===== src/verilog/cpuIsaPkg.sv =====
`default_nettype none

package cpuIsaPkg;

    localparam int DATA_W      = 32;
    localparam int REG_ADDR_W  = 5;
    localparam int REG_COUNT   = 32;
    localparam int ISSUE_WIDTH = 2;                 // master + slave
    localparam int RD_PORTS    = 2 * ISSUE_WIDTH;   // rs and rt for each slot

    typedef logic [DATA_W-1:0]     word_t;
    typedef logic [REG_ADDR_W-1:0] regAddr_t;

    // primary opcode field, instr[31:26]
    localparam logic [5:0] OP_SPECIAL = 6'h00;
    localparam logic [5:0] OP_ADDIU   = 6'h09;
    localparam logic [5:0] OP_ANDI    = 6'h0C;
    localparam logic [5:0] OP_ORI     = 6'h0D;
    localparam logic [5:0] OP_XORI    = 6'h0E;
    localparam logic [5:0] OP_LUI     = 6'h0F;

    // funct field of SPECIAL, instr[5:0]
    localparam logic [5:0] FN_SLL  = 6'h00;
    localparam logic [5:0] FN_SRL  = 6'h02;
    localparam logic [5:0] FN_ADDU = 6'h21;
    localparam logic [5:0] FN_SUBU = 6'h23;
    localparam logic [5:0] FN_AND  = 6'h24;
    localparam logic [5:0] FN_OR   = 6'h25;
    localparam logic [5:0] FN_XOR  = 6'h26;
    localparam logic [5:0] FN_SLT  = 6'h2A;
    localparam logic [5:0] FN_SLTU = 6'h2B;

    // alu operation carried with each issued instruction
    typedef enum logic [3:0] {
        ALU_ADD  = 4'd0,
        ALU_SUB  = 4'd1,
        ALU_AND  = 4'd2,
        ALU_OR   = 4'd3,
        ALU_XOR  = 4'd4,
        ALU_SLT  = 4'd5,
        ALU_SLTU = 4'd6,
        ALU_SLL  = 4'd7,
        ALU_SRL  = 4'd8,
        ALU_LUI  = 4'd9,
        ALU_PASS = 4'd15    // nop, result not written
    } aluOp_t;

endpackage

`default_nettype wire


===== src/verilog/pipeTypesPkg.sv =====
`default_nettype none

package pipeTypesPkg;

    import cpuIsaPkg::*;

    // one instruction offered by fetch
    typedef struct packed {
        word_t pc;
        word_t instr;
    } instSlot_t;

    // decoded, operands already forwarded
    typedef struct packed {
        logic       valid;
        aluOp_t     aluOp;
        word_t      opA;
        word_t      opB;        // register or extended immediate
        logic [4:0] shamt;
        regAddr_t   dest;
        logic       regWrite;
        word_t      pc;
    } laneCmd_t;

    // execute stage output, pc rides along for the trace
    typedef struct packed {
        logic     valid;
        logic     regWrite;
        regAddr_t dest;
        word_t    value;
        word_t    pc;
    } laneResult_t;

    typedef struct packed {
        word_t      pc;
        logic [3:0] wen;
        regAddr_t   wnum;
        word_t      wdata;
    } wbTrace_t;

endpackage

`default_nettype wire


===== src/verilog/writebackUnit.sv =====
`timescale 1ns/1ps
`default_nettype none

module writebackUnit (
    input  logic                                                  clk_i,
    input  logic                                                  rstN_i,
    input  pipeTypesPkg::laneResult_t [cpuIsaPkg::ISSUE_WIDTH-1:0] exResult_i,
    output logic                      [cpuIsaPkg::ISSUE_WIDTH-1:0] wrEn_o,
    output cpuIsaPkg::regAddr_t       [cpuIsaPkg::ISSUE_WIDTH-1:0] wrAddr_o,
    output cpuIsaPkg::word_t          [cpuIsaPkg::ISSUE_WIDTH-1:0] wrData_o,
    output pipeTypesPkg::wbTrace_t    [cpuIsaPkg::ISSUE_WIDTH-1:0] debugWb_o
);
    import cpuIsaPkg::*;
    import pipeTypesPkg::*;

    laneResult_t [ISSUE_WIDTH-1:0] wbQ;

    always_ff @(posedge clk_i) begin
        for (int l = 0; l < ISSUE_WIDTH; l++) begin
            if (!rstN_i) begin
                wbQ[l].valid <= 1'b0;
            end else begin
                wbQ[l] <= exResult_i[l];
            end
        end
    end

    always_comb begin
        for (int l = 0; l < ISSUE_WIDTH; l++) begin
            wrEn_o[l]          = wbQ[l].valid && wbQ[l].regWrite;
            wrAddr_o[l]        = wbQ[l].dest;
            wrData_o[l]        = wbQ[l].value;
            debugWb_o[l].pc    = wbQ[l].pc;
            debugWb_o[l].wen   = {4{wrEn_o[l] && (wbQ[l].dest != '0)}};  // r0 writes hidden
            debugWb_o[l].wnum  = wbQ[l].dest;
            debugWb_o[l].wdata = wbQ[l].value;
        end
    end

    for (genvar l = 0; l < ISSUE_WIDTH; l++) begin : gTraceChk
        noZeroTrace: assert property (@(posedge clk_i) disable iff (!rstN_i)
            (|debugWb_o[l].wen) |-> ($past(exResult_i[l].dest) != '0));
    end

endmodule

`default_nettype wire


===== config.mk =====
export PLATFORM = sky130hd
export DESIGN_NAME = writebackUnit
export DESIGN_NICKNAME = d
export VERILOG_FILES = /design/src/verilog/cpuIsaPkg.sv /design/src/verilog/pipeTypesPkg.sv /design/src/verilog/writebackUnit.sv
export SDC_FILE = /design/constraint.sdc
export NUM_CORES = 1
export LEC_CHECK = 0
export BUFFER_PORTS_ARGS = -buffer_cell sky130_fd_sc_hd__clkbuf_2
export CORE_AREA = 2 2 142 144
export DETAILED_ROUTE_END_ITERATION = 7
export DIE_AREA = 0 0 144 146
export PLACE_DENSITY = 0.62
export SLEW_MARGIN = 15
export SYNTH_ARGS = -nofsm -noshare
export SYNTH_HDL_FRONTEND = slang
export SYNTH_SLANG_ARGS = --single-unit

===== constraint.sdc =====
create_clock -name clk_i -period 3.3 [get_ports clk_i]
set_clock_uncertainty 0.2 [all_clocks]
set_input_delay 0.825 -clock clk_i [delete_from_list [all_inputs] [get_ports clk_i]]
set_output_delay 0.825 -clock clk_i [all_outputs]
set_load 0.01 [all_outputs]

# Yosys cells after proc, flatten, opt, wreduce, memory -nomap -nowiden
# Cells that the tools add are included.
[word_totals] output_inout_bits=222 reg_bits=142 inputBits=144 elab_cells=16
[classes] reduce_logical=6
[op_table] operator="nonzero test 5 bit" n=2
[op_table] operator="logical AND 1 bit" n=4

# Depth between registers and ports, before layout
[depth] ltp_word=2 mapped_depth=3 ltp_nobuf=2

# Least setup slack after synthesis
# Ideal clock, no wire load.
[synth_path] kind="reg-to-output" from="register wbQ, in the netlist debugWb_o[107]" to="output debugWb_o[111] (netlist name)" path_buffers=1 path_slack_ns=0.995 stages_incl_launch_ff=4 arrival_ns=1.280 t_required_ns=2.275 path_cell_list="edfxtp_1 -> or4_1 -> o21a_1 -> buf_4"
[synth_rtl] item="start: declaration" line="writebackUnit.sv:16" source="laneResult_t [ISSUE_WIDTH-1:0] wbQ;"
[synth_rtl] item="start signal: indexed assignment" line="writebackUnit.sv:23" source="wbQ[l] <= exResult_i[l];"
[synth_rtl] item="end: declaration" line="writebackUnit.sv:11" source="output pipeTypesPkg::wbTrace_t [cpuIsaPkg::ISSUE_WIDTH-1:0] debugWb_o"

==> metrics.csv <==
stage,metric,value,unit
setup_path,arrival time at the worst endpoint,1.71,ns
die,row count,51,
setup_path,slowest cell delay on critical path,0.53,ns
layout,Diodes inserted,0,
status,status,"finished, final reports clean",
route,vias per cell,3.631,
synthesis,mux cell area share after synthesis,0,%
clock_tree,CTS-repair resized insts,0,
synthesis,synth cell count leaders,"buf_4 (218), edfxtp_1 (140), and2_1 (4)",
timing,setup TNS,0,ns
setup_path,CP max-delay cell,or4_1,
route,wire per inst,14.74,um
clock_tree,CTS tree,done,
clock_tree,CTS H-Tree Depth,4,
power,pwr/cell area,627.4,mW/mm^2
synthesis,largest cells by area after synthesis,"edfxtp_1 (71%), buf_4 (28%), dfxtp_1 (0.67%)",
layout,area delta synth->final,18.87,%
synthesis,Ys Warns,0,
synthesis,Post-Synth Simple-Gate Area,0.6745,%
route,DRT Pass-1 Iters,4,
global_routing,first-pass GRT wire length,16.35,mm
synthesis,syn_area_per_cell,16.13,um^2
timing,period utilization,82.88,%
setup_path,Crit Path Max Fanout,4,
layout,fillcell total,1889,
route,DR vias,2963,
route,WL final,12.03,mm
synthesis,largest family of logic cells by synthesized area,buffers and inverters,
synthesis,share of async-settable or async-resettable flops after synthesis,0,%
clock_tree,clk slew on worst S/H paths,0.06,ns
timing,unrepaired setup endpoints after global routing,no,
die,Initial Util,30.70,%
synthesis,Synth cell types,6,
timing,Pins Over Slew Limit,0,
route,number of remaining DRC errors,0,
placement,HPWL Detailed,9.643,mm
global_routing,GRT Total Usage,11.00,%
synthesis,Mapped Nets,512,
clock_tree,CTS Sinks,142,
timing,Tmin final,2.735,ns
setup_path,crit-path cells,or4_1 -> o21a_1 -> clkbuf_2,
global_routing,GRT overflow,0,
synthesis,XOR/XNOR Fraction of Synth Area,0,%
setup_path,Worst setup SP type,flip-flop,
synthesis,Synth Flop Type,edfxtp_1,
clock_tree,CTS Hold Bufs,0,
die,Ports,366,
die,DIE WIDTH,144,um
placement,port bufs,365,
die,die footprint,0.02102,mm^2
synthesis,Cells after Synth,368,
placement,GP Congestion,0.7262,
synthesis,Post-synth EDFFs,140,
die,core area,0.01933,mm^2
die,die height,146,um
timing,slew margin rel.,71.97,%
layout,Final Net Count,682,
setup_path,Bufs and invs on worst path,1,
layout,layout cells sized above 1,72.23,%
global_routing,largest net degree at the start of global routing,59,
global_routing,antenna violations before repair,0,
timing,fmax,0.3656,GHz
clock_tree,setup bufs post-CTS,0,
synthesis,Synth area leader,edfxtp_1,
run,Max-cap violations,0,
power,LEAKAGE,3.204,nW
synthesis,"FF+latch count, synth",142,
global_routing,vias in the first global route,2828,
synthesis,post-synthesis compound-gate area fraction,0.2530,%
timing,"Hold Vio Cnt, Final",0,
placement,Post-Place Cells,784,
clock_tree,clock root cell,clkbuf_16,
layout,Post-Layout Cell Count,816,
synthesis,Post-Syn Area,0.005936,mm^2
power,Max VDD drop,0.0003195,V
setup_path,Crit. End Element,primary output,
clock_tree,Max Root-Sink Buffers,2,
setup_path,Top Family by Delay on Critical Path,simple AND/OR/NAND/NOR gates,
min_path,min-delay worst type,in -> reg,
synthesis,most frequent cell after synthesis,buf_4,
synthesis,sequential share of the synthesized area,71.50,%
synthesis,Yosys top cell area share,70.83,%
route,drt initial violations,126,
setup_path,kind of critical path,reg -> out,
route,final antenna-violating net count,0,
timing,actual slew at the worst max-slew pin,0.4205,ns
setup_path,worst path required time,2.27,ns
timing,final setup fails,0,
synthesis,post-synthesis adder-cell area fraction,0,%
clock_tree,TritonCTS buffer count,17,
[per-layer routing]
| metal | part of all wire [%] | routed length [um] | track usage (%) | vias up |
|---|---|---|---|---|
| met5 | 0 | 0 | 0 | - |
| met4 | 1.7 | 199 | 5.000 | 0 |
| met3 | 12 | 1416 | 5.133 | 12 |
| met2 | 52 | 6291 | 19.36 | 209 |
| met1 | 34 | 4121 | 10.92 | 1355 |
| li1 | - | - | - | 1387 |
[flip-flops by register name (all words and copies together) (netlist names)]
name,count
debugWb_o,138
wbQ,4
[through the flow]
stage	hold slack, ns	cell area, um^2	setup WS (ns)	total power, mW	util [%]
floorplan	0.7239	5936	0.9952	2.625	-
global placement	0.8018	6506	1.030	2.694	33.65
detailed placement	0.8036	6506	0.9908	2.702	33.65
CTS	0.3589	7056	0.5312	4.502	36.49
global route	0.3570	7056	0.4754	4.608	36.49
finish	0.3843	7056	0.5650	4.426	36.49
[worst paths after layout]
kind	start	endpoint	slack, ns	cells after the start
hold / removal	exResult_i[60]	debugWb_o[28]$_DFFE_PP_	0.38	1
setup / recovery	debugWb_o[107]$_DFFE_PP_	debugWb_o[112]	0.57	3
[cell families after synthesis]
logic type / after synthesis
compound gates: 2
flops: 142
simple gates: 6
buf+inv: 218
[final cells by class]
cell class | instances | area (um^2) | area share (%)
Clock buffer | 20 | 436.7 | 6.189
Clock inverter | 12 | 112.6 | 1.596
Multi-Input combinational cell | 8 | 55.05 | 0.7803
Sequential cell | 142 | 4244 | 60.15
Tap cell | 265 | 331.6 | 4.699
Timing Repair Buffer | 369 | 1876 | 26.58
[where the power goes]
group / switching [mW] / internal, mW
Sequential: 0.0626 / 2.14
Combinational: 0.246 / 0.198
Clock: 0.734 / 1.04
Total: 1.04 / 3.38
[cells in the final DEF, fill, tap and decap left out]
| master | netlist | layout |
|---|---|---|
| clkbuf_2 | 0 | 364 |
| edfxtp_1 | 140 | 140 |
| buf_4 | 218 | 3 |
| buf_12 | 0 | 1 |
| or4_1 | 2 | 2 |
| and2_1 | 4 | 4 |
| clkinvlp_4 | 0 | 5 |
| clkinv_2 | 0 | 2 |
| clkbuf_1 | 0 | 3 |
| inv_6 | 0 | 4 |
| buf_6 | 0 | 1 |
| dfxtp_1 | 2 | 2 |
| o21a_1 | 2 | 2 |
| clkbuf_16 | 0 | 17 |
| bufinv_16 | 0 | 1 |
Note: power is estimated with default switching activity, not from simulation.
