<file path="src/verilog/cpuIsaPkg.sv">
`default_nettype none

package cpuIsaPkg;

    localparam int DATA_W      = 32;
    localparam int REG_ADDR_W  = 5;
    localparam int REG_COUNT   = 32;
    localparam int ISSUE_WIDTH = 2;                 // master + slave
    localparam int RD_PORTS    = 2 * ISSUE_WIDTH;   // rs and rt for each slot

    typedef logic [DATA_W-1:0]     word_t;
    typedef logic [REG_ADDR_W-1:0] regAddr_t;

    // primary opcode field, instr[31:26]
    localparam logic [5:0] OP_SPECIAL = 6'h00;
    localparam logic [5:0] OP_ADDIU   = 6'h09;
    localparam logic [5:0] OP_ANDI    = 6'h0C;
    localparam logic [5:0] OP_ORI     = 6'h0D;
    localparam logic [5:0] OP_XORI    = 6'h0E;
    localparam logic [5:0] OP_LUI     = 6'h0F;

    // funct field of SPECIAL, instr[5:0]
    localparam logic [5:0] FN_SLL  = 6'h00;
    localparam logic [5:0] FN_SRL  = 6'h02;
    localparam logic [5:0] FN_ADDU = 6'h21;
    localparam logic [5:0] FN_SUBU = 6'h23;
    localparam logic [5:0] FN_AND  = 6'h24;
    localparam logic [5:0] FN_OR   = 6'h25;
    localparam logic [5:0] FN_XOR  = 6'h26;
    localparam logic [5:0] FN_SLT  = 6'h2A;
    localparam logic [5:0] FN_SLTU = 6'h2B;

    // alu operation carried with each issued instruction
    typedef enum logic [3:0] {
        ALU_ADD  = 4'd0,
        ALU_SUB  = 4'd1,
        ALU_AND  = 4'd2,
        ALU_OR   = 4'd3,
        ALU_XOR  = 4'd4,
        ALU_SLT  = 4'd5,
        ALU_SLTU = 4'd6,
        ALU_SLL  = 4'd7,
        ALU_SRL  = 4'd8,
        ALU_LUI  = 4'd9,
        ALU_PASS = 4'd15    // nop, result not written
    } aluOp_t;

endpackage

`default_nettype wire

</file>
<file path="src/verilog/pipeTypesPkg.sv">
`default_nettype none

package pipeTypesPkg;

    import cpuIsaPkg::*;

    // one instruction offered by fetch
    typedef struct packed {
        word_t pc;
        word_t instr;
    } instSlot_t;

    // decoded, operands already forwarded
    typedef struct packed {
        logic       valid;
        aluOp_t     aluOp;
        word_t      opA;
        word_t      opB;        // register or extended immediate
        logic [4:0] shamt;
        regAddr_t   dest;
        logic       regWrite;
        word_t      pc;
    } laneCmd_t;

    // execute stage output, pc rides along for the trace
    typedef struct packed {
        logic     valid;
        logic     regWrite;
        regAddr_t dest;
        word_t    value;
        word_t    pc;
    } laneResult_t;

    typedef struct packed {
        word_t      pc;
        logic [3:0] wen;
        regAddr_t   wnum;
        word_t      wdata;
    } wbTrace_t;

endpackage

`default_nettype wire

</file>
<file path="src/verilog/issueUnit.sv">
`timescale 1ns/1ps
`default_nettype none

module issueUnit (
    input  logic                                                  clk_i,
    input  logic                                                  rstN_i,
    input  pipeTypesPkg::instSlot_t   [cpuIsaPkg::ISSUE_WIDTH-1:0] pairSlots_i,
    input  logic                                                  pairValid_i,
    output logic                                                  pairAccept_o,
    input  pipeTypesPkg::laneResult_t [cpuIsaPkg::ISSUE_WIDTH-1:0] exResult_i,
    output cpuIsaPkg::regAddr_t       [cpuIsaPkg::RD_PORTS-1:0]    rdAddr_o,
    input  cpuIsaPkg::word_t          [cpuIsaPkg::RD_PORTS-1:0]    rdData_i,
    output pipeTypesPkg::laneCmd_t    [cpuIsaPkg::ISSUE_WIDTH-1:0] laneCmd_o
);
    import cpuIsaPkg::*;
    import pipeTypesPkg::*;

    typedef struct packed {
        aluOp_t   op;
        regAddr_t dest;
        logic     regWrite;
        logic     useRs;
        logic     useRt;
        logic     useImm;
        word_t    imm;
    } decInfo_t;

    decInfo_t dec [ISSUE_WIDTH];
    word_t [RD_PORTS-1:0] srcVal;   // register operands after forwarding
    logic masterDone;               // first half of a split pair already issued
    logic slaveDep;
    logic split;

    // decode, port 2*s is rs and 2*s+1 is rt of slot s
    always_comb begin
        for (int s = 0; s < ISSUE_WIDTH; s++) begin
            rdAddr_o[2*s]   = pairSlots_i[s].instr[25:21];
            rdAddr_o[2*s+1] = pairSlots_i[s].instr[20:16];
            dec[s].op       = ALU_PASS;
            dec[s].dest     = pairSlots_i[s].instr[20:16];  // rt for i-type
            dec[s].regWrite = 1'b0;
            dec[s].useRs    = 1'b0;
            dec[s].useRt    = 1'b0;
            dec[s].useImm   = 1'b1;
            dec[s].imm      = {16'b0, pairSlots_i[s].instr[15:0]};
            case (pairSlots_i[s].instr[31:26])
                OP_SPECIAL: begin
                    dec[s].dest     = pairSlots_i[s].instr[15:11];
                    dec[s].regWrite = 1'b1;
                    dec[s].useRs    = 1'b1;
                    dec[s].useRt    = 1'b1;
                    dec[s].useImm   = 1'b0;
                    case (pairSlots_i[s].instr[5:0])
                        FN_ADDU: dec[s].op = ALU_ADD;
                        FN_SUBU: dec[s].op = ALU_SUB;
                        FN_AND:  dec[s].op = ALU_AND;
                        FN_OR:   dec[s].op = ALU_OR;
                        FN_XOR:  dec[s].op = ALU_XOR;
                        FN_SLT:  dec[s].op = ALU_SLT;
                        FN_SLTU: dec[s].op = ALU_SLTU;
                        FN_SLL: begin
                            dec[s].op    = ALU_SLL;
                            dec[s].useRs = 1'b0;    // shifts read rt only
                        end
                        FN_SRL: begin
                            dec[s].op    = ALU_SRL;
                            dec[s].useRs = 1'b0;
                        end
                        default: begin
                            dec[s].regWrite = 1'b0;
                            dec[s].useRs    = 1'b0;
                            dec[s].useRt    = 1'b0;
                        end
                    endcase
                end
                OP_ADDIU: begin
                    dec[s].op       = ALU_ADD;
                    dec[s].regWrite = 1'b1;
                    dec[s].useRs    = 1'b1;
                    dec[s].imm      = {{16{pairSlots_i[s].instr[15]}},
                                       pairSlots_i[s].instr[15:0]};
                end
                OP_ANDI: begin
                    dec[s].op       = ALU_AND;
                    dec[s].regWrite = 1'b1;
                    dec[s].useRs    = 1'b1;
                end
                OP_ORI: begin
                    dec[s].op       = ALU_OR;
                    dec[s].regWrite = 1'b1;
                    dec[s].useRs    = 1'b1;
                end
                OP_XORI: begin
                    dec[s].op       = ALU_XOR;
                    dec[s].regWrite = 1'b1;
                    dec[s].useRs    = 1'b1;
                end
                OP_LUI: begin
                    dec[s].op       = ALU_LUI;
                    dec[s].regWrite = 1'b1;
                end
                default: ;  // unsupported, stays a nop
            endcase
        end
    end

    // slave reads what the master writes in the same pair
    assign slaveDep = dec[0].regWrite && (dec[0].dest != '0) &&
                      ((dec[1].useRs && (rdAddr_o[2] == dec[0].dest)) ||
                       (dec[1].useRt && (rdAddr_o[3] == dec[0].dest)));
    assign split        = pairValid_i && !masterDone && slaveDep;
    assign pairAccept_o = !split;

    always_ff @(posedge clk_i) begin
        if (!rstN_i) begin
            masterDone <= 1'b0;
        end else begin
            masterDone <= split;    // slave half issues next cycle
        end
    end

    // execute results over register file, lane 1 is younger so it goes last
    always_comb begin
        for (int p = 0; p < RD_PORTS; p++) begin
            srcVal[p] = rdData_i[p];
            for (int l = 0; l < ISSUE_WIDTH; l++) begin
                if (exResult_i[l].valid && exResult_i[l].regWrite &&
                    (exResult_i[l].dest == rdAddr_o[p])) begin
                    srcVal[p] = exResult_i[l].value;
                end
            end
            if (rdAddr_o[p] == '0) begin
                srcVal[p] = '0;
            end
        end
    end

    always_comb begin
        for (int s = 0; s < ISSUE_WIDTH; s++) begin
            laneCmd_o[s].aluOp    = dec[s].op;
            laneCmd_o[s].opA      = srcVal[2*s];
            laneCmd_o[s].opB      = dec[s].useImm ? dec[s].imm : srcVal[2*s+1];
            laneCmd_o[s].shamt    = pairSlots_i[s].instr[10:6];
            laneCmd_o[s].dest     = dec[s].dest;
            laneCmd_o[s].regWrite = dec[s].regWrite;
            laneCmd_o[s].pc       = pairSlots_i[s].pc;
        end
        laneCmd_o[0].valid = pairValid_i && !masterDone;
        laneCmd_o[1].valid = pairValid_i && !split;   // bubble while master goes alone
    end

    // a split costs exactly one cycle
    acceptGap: assert property (@(posedge clk_i) disable iff (!rstN_i)
        !pairAccept_o |=> pairAccept_o);

endmodule

`default_nettype wire

</file>
<file path="config.mk">
export PLATFORM = sky130hd
export DESIGN_NAME = issueUnit
export DESIGN_NICKNAME = d
export VERILOG_FILES = /design/src/verilog/cpuIsaPkg.sv /design/src/verilog/pipeTypesPkg.sv /design/src/verilog/issueUnit.sv
export SDC_FILE = /design/constraint.sdc
export NUM_CORES = 1
export LEC_CHECK = 0
export BUFFER_PORTS_ARGS = -buffer_cell sky130_fd_sc_hd__buf_4
export CAP_MARGIN = 20
export CORE_AREA = 4 4 247 249
export DETAILED_ROUTE_END_ITERATION = 10
export DIE_AREA = 0 0 251 253
export HOLD_SLACK_MARGIN = 0.08
export PLACE_DENSITY_LB_ADDON = 0.12
export SLEW_MARGIN = 20
export SYNTH_ARGS = -nofsm -noshare
export SYNTH_HDL_FRONTEND = slang
export SYNTH_SLANG_ARGS = --single-unit
</file>
<file path="constraint.sdc">
create_clock -name clk_i -period 2.9 [get_ports clk_i]
set_clock_uncertainty 0.15 [all_clocks]
set_input_delay 0.145 -clock clk_i [delete_from_list [all_inputs] [get_ports clk_i]]
set_output_delay 0.145 -clock clk_i [all_outputs]
set_load 0.03 [all_outputs]
</file>
* Word level (Yosys, flattened, before mapping)
Cells that the tools add are included.
** Cells by class
- Bitwise logic cells :: 0
- Div/mod/pow operators :: 0
- Eq/ne operators :: 36
- Add/subtract/negate cells :: 0
- Reduce and logical (&&, ||, !) cells :: 35
- Multipliers :: 0
- Shift-type cells :: 0
- Magnitude comparators :: 0
- Multiplexer cells :: 30
** Operator list (count)
- $mux 32 :: 16
- $eq 6x6->1 const B :: 14
- $pmux 4 s9 :: 2
- $eq 6x4->1 const B :: 10
- $eq 5x5->1 :: 10
- $pmux 4 s6 :: 2
- $logic_not 6->1 :: 4
- $logic_not 5->1 :: 4
- $reduce_or 9->1 :: 2
- $logic_and 1x1->1 :: 17
- $eq 6x2->1 const B :: 2
- $mux 5 :: 2
- $reduce_or 5->1 :: 2
- $reduce_or 7->1 :: 1
- $pmux 1 s2 :: 3
- $reduce_bool 5->1 :: 1
- $mux 1 :: 4
- $reduce_or 4->1 :: 1
- $logic_not 1->1 :: 2
- $mux 2 :: 1
- $logic_or 1x1->1 :: 1
** Word-level totals
- Logic and storage cells :: 102
- Memories kept :: 0
- Output and inout port bits :: 245
- Flip-flop bits (word level) :: 1
- Bits in read-only memories :: 0
- Bits in latches :: 0
- Memory bits (writable) :: 0

* Longest topological paths before layout
- Depth after elaboration :: 10
- Mapped depth :: 9
- Mapped depth without buffers :: 7

* Worst setup path after synthesis
Ideal clock, no wire load.
- Kind :: input port to output port
- From :: input pairSlots_i[27] in the netlist's numbering
- To :: output laneCmd_o[223] in the netlist's numbering
- Cell stages on the path :: 8
- Data required time :: 2.605 ns
- Buffers on the path :: 1
- Path slack :: 0.124 ns
- Data arrival time :: 2.481 ns
- Cells stage by stage :: or4_4 or2_1 buf_6 mux2_4 a22oi_1 nor4b_2 o2111ai_2 and2_1
** RTL lines
- start, declared :: line issueUnit.sv:7 : input pipeTypesPkg::instSlot_t [cpuIsaPkg::ISSUE_WIDTH-1:0] pairSlots_i,
- end, declared :: line issueUnit.sv:13 : output pipeTypesPkg::laneCmd_t [cpuIsaPkg::ISSUE_WIDTH-1:0] laneCmd_o

==> summary.md <==
| Metric | Value |
|---|---|
| R2R Path End | `masterDone` |
| Pre-antenna DRT Iters | `4` |
| Status | `complete, no violations` |
| Post-synth EDFFs | `0` |
| Mapped Area | `5550 um2` |
| Top reg by flops | `masterDone` |
| Hold depth | `0` |
| Total power | `0.00136 W` |
| Crit Path Max Fanout | `6` |
| Effective utilization at floorplan | `9.45%` |
| Power Density | `146 nW/um2` |
| Overflow after GRT | `0` |
| Area growth from synthesis to layout | `68.4%` |
| Post-Syn Area per Cell | `6.53 um2` |
| # diodes | `0` |
| Number of global-route vias before repair | `7489` |
| Met2 routed WL | `22400 um` |
| CP required | `2.61 ns` |
| Final wirelength | `44800 um` |
| Top cell type's share of synthesized area | `23.3%` |
| Clock power share | `0%` |
| Vias per cell | `3.83` |
| Number of port buffers | `453` |
| #FFs+latches synth | `1` |
| Drt drc | `0` |
| R2R Setup Slk | `1.79 ns` |
| Die extent in x | `251 um` |
| Internal power | `0.000611 W` |
| Hold endpoint | `laneCmd_o[124]` |
| Hold WC Path Type | `in -> out` |
| Flop pwr share | `1.0%` |
| RSZ-0062 raised after global routing | `false` |
| Hold buffer count at cts | `0` |
| Gp weighted congestion | `0.775` |
| Max FFs per register | `1` |
| Sw Share | `55.1%` |
| Leak | `4.98 nW` |
| Crit Path Category | `in -> out` |
| Fin nets | `1575` |
| Maximum vdd drop | `64.5 uV` |
| Yosys cell types | `55` |
| Total GRT Usage | `13.1%` |
| FF-to-FF Start | `masterDone` |
| Psw | `0.000751 W` |
| DR WL met3 | `2550 um` |
| Iter 0 DRT Violations | `322` |
| I/O Pins | `646` |
| Top cells by instance count after synthesis | `mux2i_1, nor2_1, buf_4` |
| Synth Flop Type | `dfxtp_1` |
| Cell taking the most area after synthesis | `mux2i_1` |
| M1 wire length | `19500 um` |
| First-pass GRT wire length | `60900 um` |
| Setup violators final | `0` |
| Reg2Reg Depth | `4` |
| Non-Filler Instances | `1945` |
| Dpl hpwl | `36200 um` |
| Gate power share | `99.0%` |
| Crit end category | `output pin` |
| Max Cap Viol | `0` |
| Least-Margin Pin Slew | `0.942 ns` |
| Die Height | `253 um` |
| FP Rows | `89` |
| Top post-synthesis cells by area | `mux2i_1, buf_4, a211oi_1` |
| Ys Warns | `0` |
| Post-Syn Instances | `849` |
| Die area | `63500 um2` |
| Placed Cells | `1943` |
| Post-DRT Antenna Nets | `0` |
| Syn Nets | `1250` |
| Core Util, Final | `15.9%` |
| Pin count of the biggest net entering global routing | `65` |
| Top Layer Used | `met5` |
| Worst hold path startpoint | `pairSlots_i[108]` |
| Final Hold Fails | `0` |
| Core box area | `58700 um2` |
| Post-synth ARST share | `0%` |
| Tcrit/Tclk final | `93.5%` |
| Cell Area, Placed | `9320 um2` |
| Number of fill cells | `6816` |
| Count leader, synth | `mux2i_1` |
| Share of cells above drive strength 1 | `43.7%` |
| Latest clock arrival within the worst-skew pair | `0 ns` |
| Final max-slew violation count | `0` |
| Wire length per cell | `23.1 um` |
| Design Area, Final | `9340 um2` |
| WHS | `0.140 ns` |
| Relative slew margins | `37.2%` |
| CP arrival | `2.42 ns` |
| Fin crit period | `2.71 ns` |
| CP startpoint kind | `primary input` |
| Vias | `7449` |
| Max Freq | `369 MHz` |
| Sequential-to-total area share from yosys stat | `0.361%` |
| Initial antenna violation count | `8` |
| Largest registers | `masterDone x1` |
==> worst max-delay path, cell delays in order <==
cell	delay (ns)
buf_4	0.13
or4_4	0.55
or2_4	0.30
a2111oi_4	0.32
nor2_1	0.09
nor4_1	0.38
o2111ai_2	0.16
and2_1	0.19
buf_4	0.16
==> worst max path at each step <==
stage	slack, ns	to	cells past startpoint	start
floorplan	0.12	laneCmd_o[223]	8	pairSlots_i[27]
global placement	-0.31	laneCmd_o[57]	8	pairSlots_i[27]
detailed placement	-0.33	laneCmd_o[57]	8	pairSlots_i[27]
CTS	0.08	laneCmd_o[223]	9	pairSlots_i[27]
global route	0.03	laneCmd_o[55]	9	exResult_i[68]
finish	0.19	laneCmd_o[223]	9	pairSlots_i[27]
==> cell usage in the layout, fill, tap and decap left out, types with 3 or more instances in the layout <==
cell	synthesis	final
or2_2	6	6
nand4_1	8	8
mux2_2	5	5
nor3_1	4	4
a21oi_1	39	39
buf_4	94	480
a211oi_1	66	66
xnor2_1	13	13
o22ai_1	3	3
a22o_1	31	31
o21ai_0	86	85
nor2b_1	4	4
nor4_1	12	12
inv_1	10	10
xor2_1	37	37
nand2_1	59	59
buf_12	0	9
nor2_4	0	3
nand2b_1	6	6
or4_1	4	4
mux2i_1	129	129
nor2_1	117	113
nand3_1	5	5
==> stage by stage <==
step / worst slack [ns] / TNS (ns)
2_1_floorplan: 0.124 / 0
3_3_place_gp: -0.313 / -1.86
3_5_place_dp: -0.326 / -1.64
4_1_cts: 0.0755 / 0
5_1_grt: 0.0318 / 0
6_report: 0.187 / 0
==> cells by family after synthesis <==
family,count (synthesis),synth area share [%]
AOI/OAI and AO/OA,246,28.9
buffers and inverters,176,18.5
and+or+nand+nor,240,19.5
muxes,136,24.8
DFF,1,0.361
xor gates and xnor gates,50,7.90
==> power by group through the flow <==
stage          combinational, W  sequential, W  clock (W)
4_1_cts                 0.00138      0.0000140          0
6_report                0.00135      0.0000140          0
2_1_floorplan          0.000808      0.0000140          0
5_1_grt                 0.00145      0.0000140          0
3_5_place_dp            0.00137      0.0000140          0
3_3_place_gp            0.00137      0.0000140          0
==> layer usage <==
metal | vias up | GRT usage, %
li1 | 3619 | -
met1 | 3497 | 17.2
met2 | 301 | 23.4
met3 | 30 | 2.27
met4 | 2 | 0.983
met5 | - | 0
==> area by class of cell <==
| class | instances | area, um2 | share of cell area (%) |
|---|---|---|---|
| inverter | 10 | 37.5 | 0.402 |
| multi-input combinational | 672 | 4530 | 48.5 |
| sequential | 1 | 20.0 | 0.214 |
| tap | 773 | 967 | 10.4 |
| timing repair buffer | 489 | 3780 | 40.5 |
==> repair_timing <==
item,in CTS,in global routing
pin swaps,2,0
buffers inserted,2,0
endpoints found under the setup margin,13,2
gates resized for setup,1,1
Note: power is estimated with default switching activity, not from simulation.
