$ cat config.mk
export PLATFORM = sky130hd
export DESIGN_NAME = aluLane
export DESIGN_NICKNAME = d
export VERILOG_FILES = /design/src/verilog/cpuIsaPkg.sv /design/src/verilog/pipeTypesPkg.sv /design/src/verilog/aluLane.sv
export SDC_FILE = /design/constraint.sdc
export NUM_CORES = 1
export LEC_CHECK = 0
export BUFFER_PORTS_ARGS = -buffer_cell sky130_fd_sc_hd__buf_2
export CORE_ASPECT_RATIO = 0.9
export CORE_MARGIN = 4
export CORE_UTILIZATION = 50
export DETAILED_ROUTE_END_ITERATION = 12
export GPL_TIMING_DRIVEN = 0
export HOLD_SLACK_MARGIN = 0.15
export PLACE_DENSITY = 0.71
export RECOVER_POWER = 100
export SLEW_MARGIN = 20
export SYNTH_ARGS = -nofsm -noshare
export SYNTH_HDL_FRONTEND = slang
export SYNTH_SLANG_ARGS = --single-unit
$ cat constraint.sdc
create_clock -name clk_i -period 6.9 [get_ports clk_i]
set_input_delay 1.38 -clock clk_i [delete_from_list [all_inputs] [get_ports clk_i]]
set_output_delay 1.38 -clock clk_i [all_outputs]
set_load 0.01 [all_outputs]
$ cat src/verilog/cpuIsaPkg.sv
`default_nettype none

package cpuIsaPkg;

    localparam int DATA_W      = 32;
    localparam int REG_ADDR_W  = 5;
    localparam int REG_COUNT   = 32;
    localparam int ISSUE_WIDTH = 2;                 // master + slave
    localparam int RD_PORTS    = 2 * ISSUE_WIDTH;   // rs and rt for each slot

    typedef logic [DATA_W-1:0]     word_t;
    typedef logic [REG_ADDR_W-1:0] regAddr_t;

    // primary opcode field, instr[31:26]
    localparam logic [5:0] OP_SPECIAL = 6'h00;
    localparam logic [5:0] OP_ADDIU   = 6'h09;
    localparam logic [5:0] OP_ANDI    = 6'h0C;
    localparam logic [5:0] OP_ORI     = 6'h0D;
    localparam logic [5:0] OP_XORI    = 6'h0E;
    localparam logic [5:0] OP_LUI     = 6'h0F;

    // funct field of SPECIAL, instr[5:0]
    localparam logic [5:0] FN_SLL  = 6'h00;
    localparam logic [5:0] FN_SRL  = 6'h02;
    localparam logic [5:0] FN_ADDU = 6'h21;
    localparam logic [5:0] FN_SUBU = 6'h23;
    localparam logic [5:0] FN_AND  = 6'h24;
    localparam logic [5:0] FN_OR   = 6'h25;
    localparam logic [5:0] FN_XOR  = 6'h26;
    localparam logic [5:0] FN_SLT  = 6'h2A;
    localparam logic [5:0] FN_SLTU = 6'h2B;

    // alu operation carried with each issued instruction
    typedef enum logic [3:0] {
        ALU_ADD  = 4'd0,
        ALU_SUB  = 4'd1,
        ALU_AND  = 4'd2,
        ALU_OR   = 4'd3,
        ALU_XOR  = 4'd4,
        ALU_SLT  = 4'd5,
        ALU_SLTU = 4'd6,
        ALU_SLL  = 4'd7,
        ALU_SRL  = 4'd8,
        ALU_LUI  = 4'd9,
        ALU_PASS = 4'd15    // nop, result not written
    } aluOp_t;

endpackage

`default_nettype wire

$ cat src/verilog/pipeTypesPkg.sv
`default_nettype none

package pipeTypesPkg;

    import cpuIsaPkg::*;

    // one instruction offered by fetch
    typedef struct packed {
        word_t pc;
        word_t instr;
    } instSlot_t;

    // decoded, operands already forwarded
    typedef struct packed {
        logic       valid;
        aluOp_t     aluOp;
        word_t      opA;
        word_t      opB;        // register or extended immediate
        logic [4:0] shamt;
        regAddr_t   dest;
        logic       regWrite;
        word_t      pc;
    } laneCmd_t;

    // execute stage output, pc rides along for the trace
    typedef struct packed {
        logic     valid;
        logic     regWrite;
        regAddr_t dest;
        word_t    value;
        word_t    pc;
    } laneResult_t;

    typedef struct packed {
        word_t      pc;
        logic [3:0] wen;
        regAddr_t   wnum;
        word_t      wdata;
    } wbTrace_t;

endpackage

`default_nettype wire

$ cat src/verilog/aluLane.sv
`timescale 1ns/1ps
`default_nettype none

module aluLane (
    input  logic                      clk_i,
    input  logic                      rstN_i,
    input  pipeTypesPkg::laneCmd_t    cmd_i,
    output pipeTypesPkg::laneResult_t result_o
);
    import cpuIsaPkg::*;
    import pipeTypesPkg::*;

    laneCmd_t cmdQ;     // execute register
    word_t    aluOut;
    logic     ltSigned;
    logic     ltUnsigned;

    always_ff @(posedge clk_i) begin
        if (!rstN_i) begin
            cmdQ.valid <= 1'b0;     // payload just holds
        end else begin
            cmdQ <= cmd_i;
        end
    end

    assign ltSigned   = $signed(cmdQ.opA) < $signed(cmdQ.opB);
    assign ltUnsigned = cmdQ.opA < cmdQ.opB;

    always_comb begin
        case (cmdQ.aluOp)
            ALU_ADD:  aluOut = cmdQ.opA + cmdQ.opB;   // wraps, no overflow trap
            ALU_SUB:  aluOut = cmdQ.opA - cmdQ.opB;
            ALU_AND:  aluOut = cmdQ.opA & cmdQ.opB;
            ALU_OR:   aluOut = cmdQ.opA | cmdQ.opB;
            ALU_XOR:  aluOut = cmdQ.opA ^ cmdQ.opB;
            ALU_SLT:  aluOut = {{(DATA_W-1){1'b0}}, ltSigned};
            ALU_SLTU: aluOut = {{(DATA_W-1){1'b0}}, ltUnsigned};
            ALU_SLL:  aluOut = cmdQ.opB << cmdQ.shamt;
            ALU_SRL:  aluOut = cmdQ.opB >> cmdQ.shamt;  // logical
            ALU_LUI:  aluOut = {cmdQ.opB[15:0], 16'b0};
            default:  aluOut = cmdQ.opA;
        endcase
    end

    assign result_o.valid    = cmdQ.valid;
    assign result_o.regWrite = cmdQ.regWrite;
    assign result_o.dest     = cmdQ.dest;
    assign result_o.value    = aluOut;
    assign result_o.pc       = cmdQ.pc;

    // results only come from a command issued on the previous edge
    execFromIssue: assert property (@(posedge clk_i) disable iff (!rstN_i)
        result_o.valid |-> $past(cmd_i.valid));

endmodule

`default_nettype wire

-- After elaboration in Yosys (flattened, before gate mapping)
Cells that the tools add are included.
- $add $sub $neg: 2
- magnitude comparators: 2
- eq/ne operators: 9
- shift-type cells: 2
- mux-type cells: 1
- bitwise gates (word level): 3
- reductions and logical operators: 1
- operators with widths (kind ; number):
    $pmux 32 s10 ; 1
    $lt 32x32->1 ; 2
    $add 32x32->32 ; 1
    $and 32x32->32 ; 1
    $or 32x32->32 ; 1
    $shl 32x5->32 ; 1
    $shr 32x5->32 ; 1
    $sub 32x32->32 ; 1
    $xor 32x32->32 ; 1
    $eq 4x3->1 const B ; 4
    $eq 4x2->1 const B ; 2
    $eq 4x4->1 const B ; 2
    $eq 4x1->1 const B ; 1
    $logic_not 4->1 ; 1
- flip-flop bits (word level): 112
- input port bits: 114
- output and inout port bits: 71
- logic and storage cells: 28

-- Longest topological paths before layout
Gate-level depths: netlist of run 1.
- word-level depth: 2
- mapped depth: 13
- mapped depth without buffers: 13

-- Worst setup path before layout of run 1
OpenSTA, ideal clock, no wires.
- kind: reg2out
- start: reg cmdQ[48] in the netlist's numbering
- end: out result_o[58] in the netlist's numbering
- data arrival time: 2.887 ns
- data required time: 5.520 ns
- setup slack: 2.633 ns
- cell stages (with the launch flop): 14
- path buffers: 2
- cells stage by stage: edfxtp_1 clkbuf_1 inv_1 ha_1 buf_2 nor3_1 o21ai_2 a31oi_1 nor3_2 a21o_2 a211oi_1 mux2_2 a221oi_1 a21oi_1
- RTL lines (item ; line ; RTL):
    start: declaration ; aluLane.sv:13 ; laneCmd_t cmdQ;
    start signal: assignment ; aluLane.sv:22 ; cmdQ <= cmd_i;
    end: declaration ; aluLane.sv:8 ; output pipeTypesPkg::laneResult_t result_o

==> impl_results.md, run 1 <==
- Run status: finished with violations
- Failing checks: max-capacitance violations, max-slew violations
- Height of the die: 157 µm
- Die area: 27,200 µm²
- Drt via density: 6.91
- Dominant cells by area after synthesis: edfxtp_1 27%, mux4_2 9.9%, ha_1 9.8%, a21oi_1 4.6%, nor2_1 4.2%
- Vias in the first global route: around 12,000
- Hold Path Depth: 1
- Slew Limit Fails: 114
- Worst setup EP type: output port
- Via count: 13,000
- Total GRT Usage: 0.390
- Clk buf depth: 2
- Headroom to the max-slew limit: -1.93
- Initial Util: 0.507
- Max-cap check violation count: 2
- Synthesized flop and latch total: about 110
- First-pass detailed-route iteration total: 7
- Die Span X: between 150 and 200 µm
- Synth cell types: 93
- Drt wl/cell: 29.0 µm
- Net Count, Synth: between 1,500 and 2,000
- Post-Synthesis Cells: 1,370
- Maximum VDD drop: 169 µV
- Fillers: 2,266
- TritonCTS clock tree: done
- Remaining routing DRC violations: 0
- Antenna Violating Nets Remaining: 0
- Post-synth EDFFs: 111
- Htree depth: 3
- Most area-hungry cell type in the Yosys netlist: edfxtp_1
- FFs w/ async S/R, synth: 0
- Hold buffers post-CTS: 0
- GPL Wtd Cong: 1.08
- Post-synth top flop: edfxtp_1
- Critical path arrival: 5.10 ns
- Hold Crit Start: cmd_i[88]
- Crit path kind: reg2out
- Largest net degree at the start of global routing: between 80 and 90
- Placed cells: between 1,500 and 2,000
- Ratio of cells with drive above 1 in the final layout: 0.192
- Synthesis-to-finish area growth: 12.5%
- Clock-pin slew on the worst setup and hold paths: 0.10 ns
- Hold crit path type: in2reg
- Crit Path Max Fanout: 10
- Worst-Margin Slew: around 4.4 ns
- Fin cells: 1,882
- CTS Sinks: about 110
- Syn_area_per_cell: 8.98 µm²
- Yosys top cell area share: 0.271
- Synthesized area: between 10,000 and 15,000 µm²
- Clock Root Buffer: clkbuf_16
- Seq/Total Area, Yosys: 0.273
- Initial antenna violation count: 0
- Count leader, synth: nor2_1
- Worst Hold Endpoint: cmdQ[88]
- Nets@finish: 1,780
- CORE AREA: approximately 24,000 µm²
- Post-CTS setup buffer count: 0
- Most frequent cells after synthesis: 138 x nor2_1, 113 x a21oi_1, 111 x edfxtp_1
- Detailed Route Iter0 Violations: 2,128
- Post-DP HPWL: 42,200 µm
- Number of port buffers: 184
- Global-route wire length before repair: about 79,000 µm
- Final setup fails: 0
- CTS resizes: 0
- Fin crit share: 0.940
- GRT overflow: 0
- Setup TNS: 0 ns
- Unrepaired setup endpoints after global routing: false
- FP Rows: 54
- Final Hold Fails: 0
- Detailed Route WL: 54,500 µm
- Ys Warns: 0
- Post-placement setup slack: 1.32 ns
- Leakage power: 5.58 nW
- Req. time, crit path: around 5.5 ns
- Achievable Freq: 154 MHz
- Tot Pwr: 0.00274 W
- Fin crit period: 6.48 ns
- Io pins: about 190
- CTS Buf Count: 9
- PwrDens: 198 nW/µm²
- Final core utilization: 0.571
- Critical Path Start Type: flop
- Worst setup slack after layout: 0.416 ns
## worst max-delay path by stage
| stage | startpoint | to | slack (ns) |
|---|---|---|---|
| finish | cmdQ[48] | result_o[60] | 0.42 |
| floorplan | cmdQ[48] | result_o[58] | 2.63 |
| detailed placement | cmdQ[48] | result_o[58] | 1.32 |
| global route | cmdQ[48] | result_o[60] | 0.38 |
| global placement | cmdQ[48] | result_o[58] | 1.34 |
| CTS | cmdQ[48] | result_o[58] | 0.90 |
## sequential cells by signal, summed over array words and instances (netlist names)
register / flops
cmdQ: 73
result_o: 39
## per-layer routing
layer / wire [µm] / track usage
met5: 0 / 0
met1: 21700 / 0.544
met3: 8050 / 0.130
met2: 22600 / 0.564
met4: 2160 / 0.147
## kinds of logic (layout without fill, tap and decap cells)
family,count (synthesis),count (layout),share of synthesized area
adder cells (fa/ha/maj),98,98,0.101
flip-flops,112,112,0.273
other,0,1,0
AND/OR/NAND/NOR,348,348,0.131
buffers and inverters,238,441,0.0942
AO/OA/AOI/OAI,465,465,0.258
multiplexers,103,103,0.139
XOR/XNOR,6,6,0.00427
## cells in the final DEF, fill, tap and decap left out, types with 16 or more instances in the layout
| cell type | synthesis | layout |
|---|---|---|
| edfxtp_1 | 111 | 111 |
| inv_1 | 97 | 97 |
| o21ai_0 | 93 | 94 |
| o211ai_1 | 19 | 19 |
| buf_2 | 28 | 146 |
| ha_1 | 96 | 96 |
| mux4_2 | 54 | 54 |
| a22oi_1 | 21 | 21 |
| or3_1 | 16 | 16 |
| nand3_1 | 19 | 19 |
| nand2_1 | 85 | 85 |
| nor2_1 | 138 | 138 |
| nor3_1 | 26 | 27 |
| a221oi_1 | 21 | 21 |
| a21oi_1 | 113 | 113 |
| mux2i_1 | 44 | 44 |
| clkbuf_1 | 55 | 123 |
| buf_4 | 44 | 44 |
## metrics by stage
step / hold slack, ns / area [µm²]
floorplan: 1.48 / 12300
global placement: 1.56 / 13600
detailed placement: 1.56 / 13700
CTS: 1.15 / 14000
global route: 1.15 / 13800
finish: 1.16 / 13800
## area by class of cell
cell class,count,area [µm²],area share
Antenna cell,1,2.50,0.000181
Tap cell,308,385,0.0278
Timing Repair Buffer,187,855,0.0617
Multi-Input combinational cell,1020,7790,0.563
Inverter,99,372,0.0268
Clock buffer,9,225,0.0163
Buffer,139,786,0.0568
Sequential cell,112,3350,0.242
Clock inverter,7,71.3,0.00515
## critical path: stages (launching register included)
cell	delay, ns
edfxtp_1	0.37
clkbuf_1	0.65
inv_1	0.15
ha_1	0.33
clkbuf_1	0.35
nor3_1	0.13
o21ai_0	0.26
a31oi_1	0.18
nor3_1	0.76
a211oi_1	0.22
o31ai_2	0.38
a311oi_1	0.20
or4_1	0.45
nand3_1	0.10
clkbuf_1	0.18
## power breakdown
group	switching, W	leakage (nW)	internal [W]
registers	0.0000940	1.09	0.000813
clock network	0.000296	0.146	0.000257
logic	0.000810	4.34	0.000467
(Power assumes the default switching activity.)
==> run 2, diff against run 1 <==
Settings changed: CAP_MARGIN set to 20, RECOVER_POWER 100 to unset.
==> run 2 against run 1 <==
The run now ends clean. Combinational power about the same. Largest cell class unchanged. Clock power about the same. Non-clock buffer count unchanged. Core utilization increased by 0.50 points. Worst hold slack got worse by 0.0053 ns. Critical endpoint is now result_o[58]. Highest routed layer unchanged. Die area unchanged. Sequential share of layout area decreased by 0.21 points. Via count increased by 0.39%. Sequential power decreased by 0.4%. Global-route usage unchanged.
==> impl_results.md, run 2 (synthesized netlist as in run 1, its figures left out) <==
- Detailed Route Iter0 Violations: ~2,200
- Final Hold Fails: 0
- GRT overflow: 0
- WHS: about 1.2 ns
- Worst-Margin Slew: 1.14 ns
- Final setup fails: 0
- Hold buffers post-CTS: 0
- Slew Limit Fails: 0
- PwrDens: 197 nW/µm²
- Io pins: 185
- Fin crit period: about 6.1 ns
- GPL Wtd Cong: 1.08
- Total GRT Usage: 0.390
- Commonest non-fill, non-tap cell in the layout: buf_2
- Drt via density: 6.94
- Post-Place Cell Area: approximately 14,000 µm²
- FP Rows: 54
- Max reg flops: between 70 and 80
- Design area: 14,000 µm²
- Max-cap check violation count: 0
- Hold crit path type: in2reg
- CTS Sinks: ~110
- CTS Buf Count: 9
- Most frequent cells in the layout: 212 x buf_2, 138 x nor2_1, 113 x a21oi_1, 111 x edfxtp_1, 97 x inv_1
- First-pass detailed-route iteration total: 6
- Ratio of cells with drive above 1 in the final layout: 0.236
- Initial antenna violation count: 0
- Crit Path Max Fanout: 10
- Clk buf depth: 2
- Slowest-stage cell, CP: clkbuf_1
- Die area: 27,200 µm²
- Run status: finished clean
- Maximum VDD drop: 169 µV
- Detailed Route WL: 54,500 µm
- Clock Root Buffer: clkbuf_16
- Fin crit share: 0.889
- Worst setup EP type: output port
- Cell Chain, Critical Path: clkbuf_1, inv_1, ha_1, buf_2, nor3_1, o21ai_2, a31oi_1, nor3_2, a21o_2, a211oi_1, mux2_2, a221oi_1, a21oi_1, buf_2
- Number of port buffers: 184
- Remaining routing DRC violations: 0
- Top cell by count, worst path: buf_2
- Post-CTS setup buffer count: 0
- Nets@finish: 1,780
- Headroom to the max-slew limit: 0.236
- Height of the die: 157 µm
- Worst path bufs/invs: 4
- Drt wl/cell: a little under 30 µm
- Unrepaired setup endpoints after global routing: false
- Req. time, crit path: 5.52 ns
- Synthesis-to-finish area growth: 13.5%
- Die Span X: 173 µm
- Delay-heaviest family, CP: compound AO/OA/AOI/OAI gates
- TritonCTS clock tree: done
- Critical path arrival: 4.75 ns
- Top reg by flops: cmdQ
- Leakage power: between 5 and 6 nW
- Largest net degree at the start of global routing: between 80 and 90
- Critical Path Start Type: flop
- Final core utilization: 0.576
- Achievable Freq: 163 MHz
- Antenna Violating Nets Remaining: 0
- Ant. Diodes: 0
- Largest stage delay, worst path: 0.64 ns
- Initial Util: 0.507
- Via count: approximately 13,000
- Clock-pin slew on the worst setup and hold paths: about 0.10 ns
- Setup TNS: 0 ns
- Global-route wire length before repair: 78,900 µm
- Htree depth: 3
- Vias in the first global route: roughly 12,000
- CTS resizes: 0
- Post-DP HPWL: 42,200 µm
- CORE AREA: 24,300 µm²
- Crit path kind: reg2out
-- run 2: cell count changes in the layout (fill, tap and decap cells not counted), sizes merged --
cell | previous run | this run
clkbuf | 135 | 66
diode | 1 | 0
buf | 200 | 269
-- run 2: power breakdown --
| group | internal [W] | switching, W | leakage [nW] |
|---|---|---|---|
| sequential | 0.000809 | 0.0000940 | 1.09 |
| combinational | 0.000483 | 0.000811 | 4.54 |
| clock | 0.000257 | 0.000298 | 0.146 |
-- run 2: routing by layer --
| metal | part of all wire | wire, µm | GRT usage |
|---|---|---|---|
| met1 | 0.40 | 21500 | 0.544 |
| met4 | 0.039 | 2110 | 0.147 |
| met2 | 0.42 | 22700 | 0.564 |
| met3 | 0.15 | 8160 | 0.130 |
| met5 | 0 | 0 | 0 |
-- run 2: layout make-up --
type                       count  area (µm²)
sequential                   112        3350
clock buffer                   9         225
tap                          308         385
clock inverter                 7        71.3
inverter                      99         372
timing repair buffer         187         967
multi-input combinational   1020        7800
buffer                       139         787
fill                        2220       10300
-- run 2: worst paths after layout --
kind                  startpoint            to  slack [ns]  depth (start not counted)
worst min-delay path   cmd_i[85]      cmdQ[85]        1.15                          1
worst max-delay path    cmdQ[48]  result_o[58]        0.77                         14
-- run 2: stage by stage --
stage / power [W] / worst slack (ns) / std cells
after global routing: 0.00286 / 0.737 / 1881
after CTS: 0.00269 / 0.897 / 1881
after detailed placement: 0.00214 / 1.32 / 1865
after global placement: 0.00213 / 1.34 / 1862
after floorplan: 0.00168 / 2.63 / 1370
final: 0.00275 / 0.767 / 1881
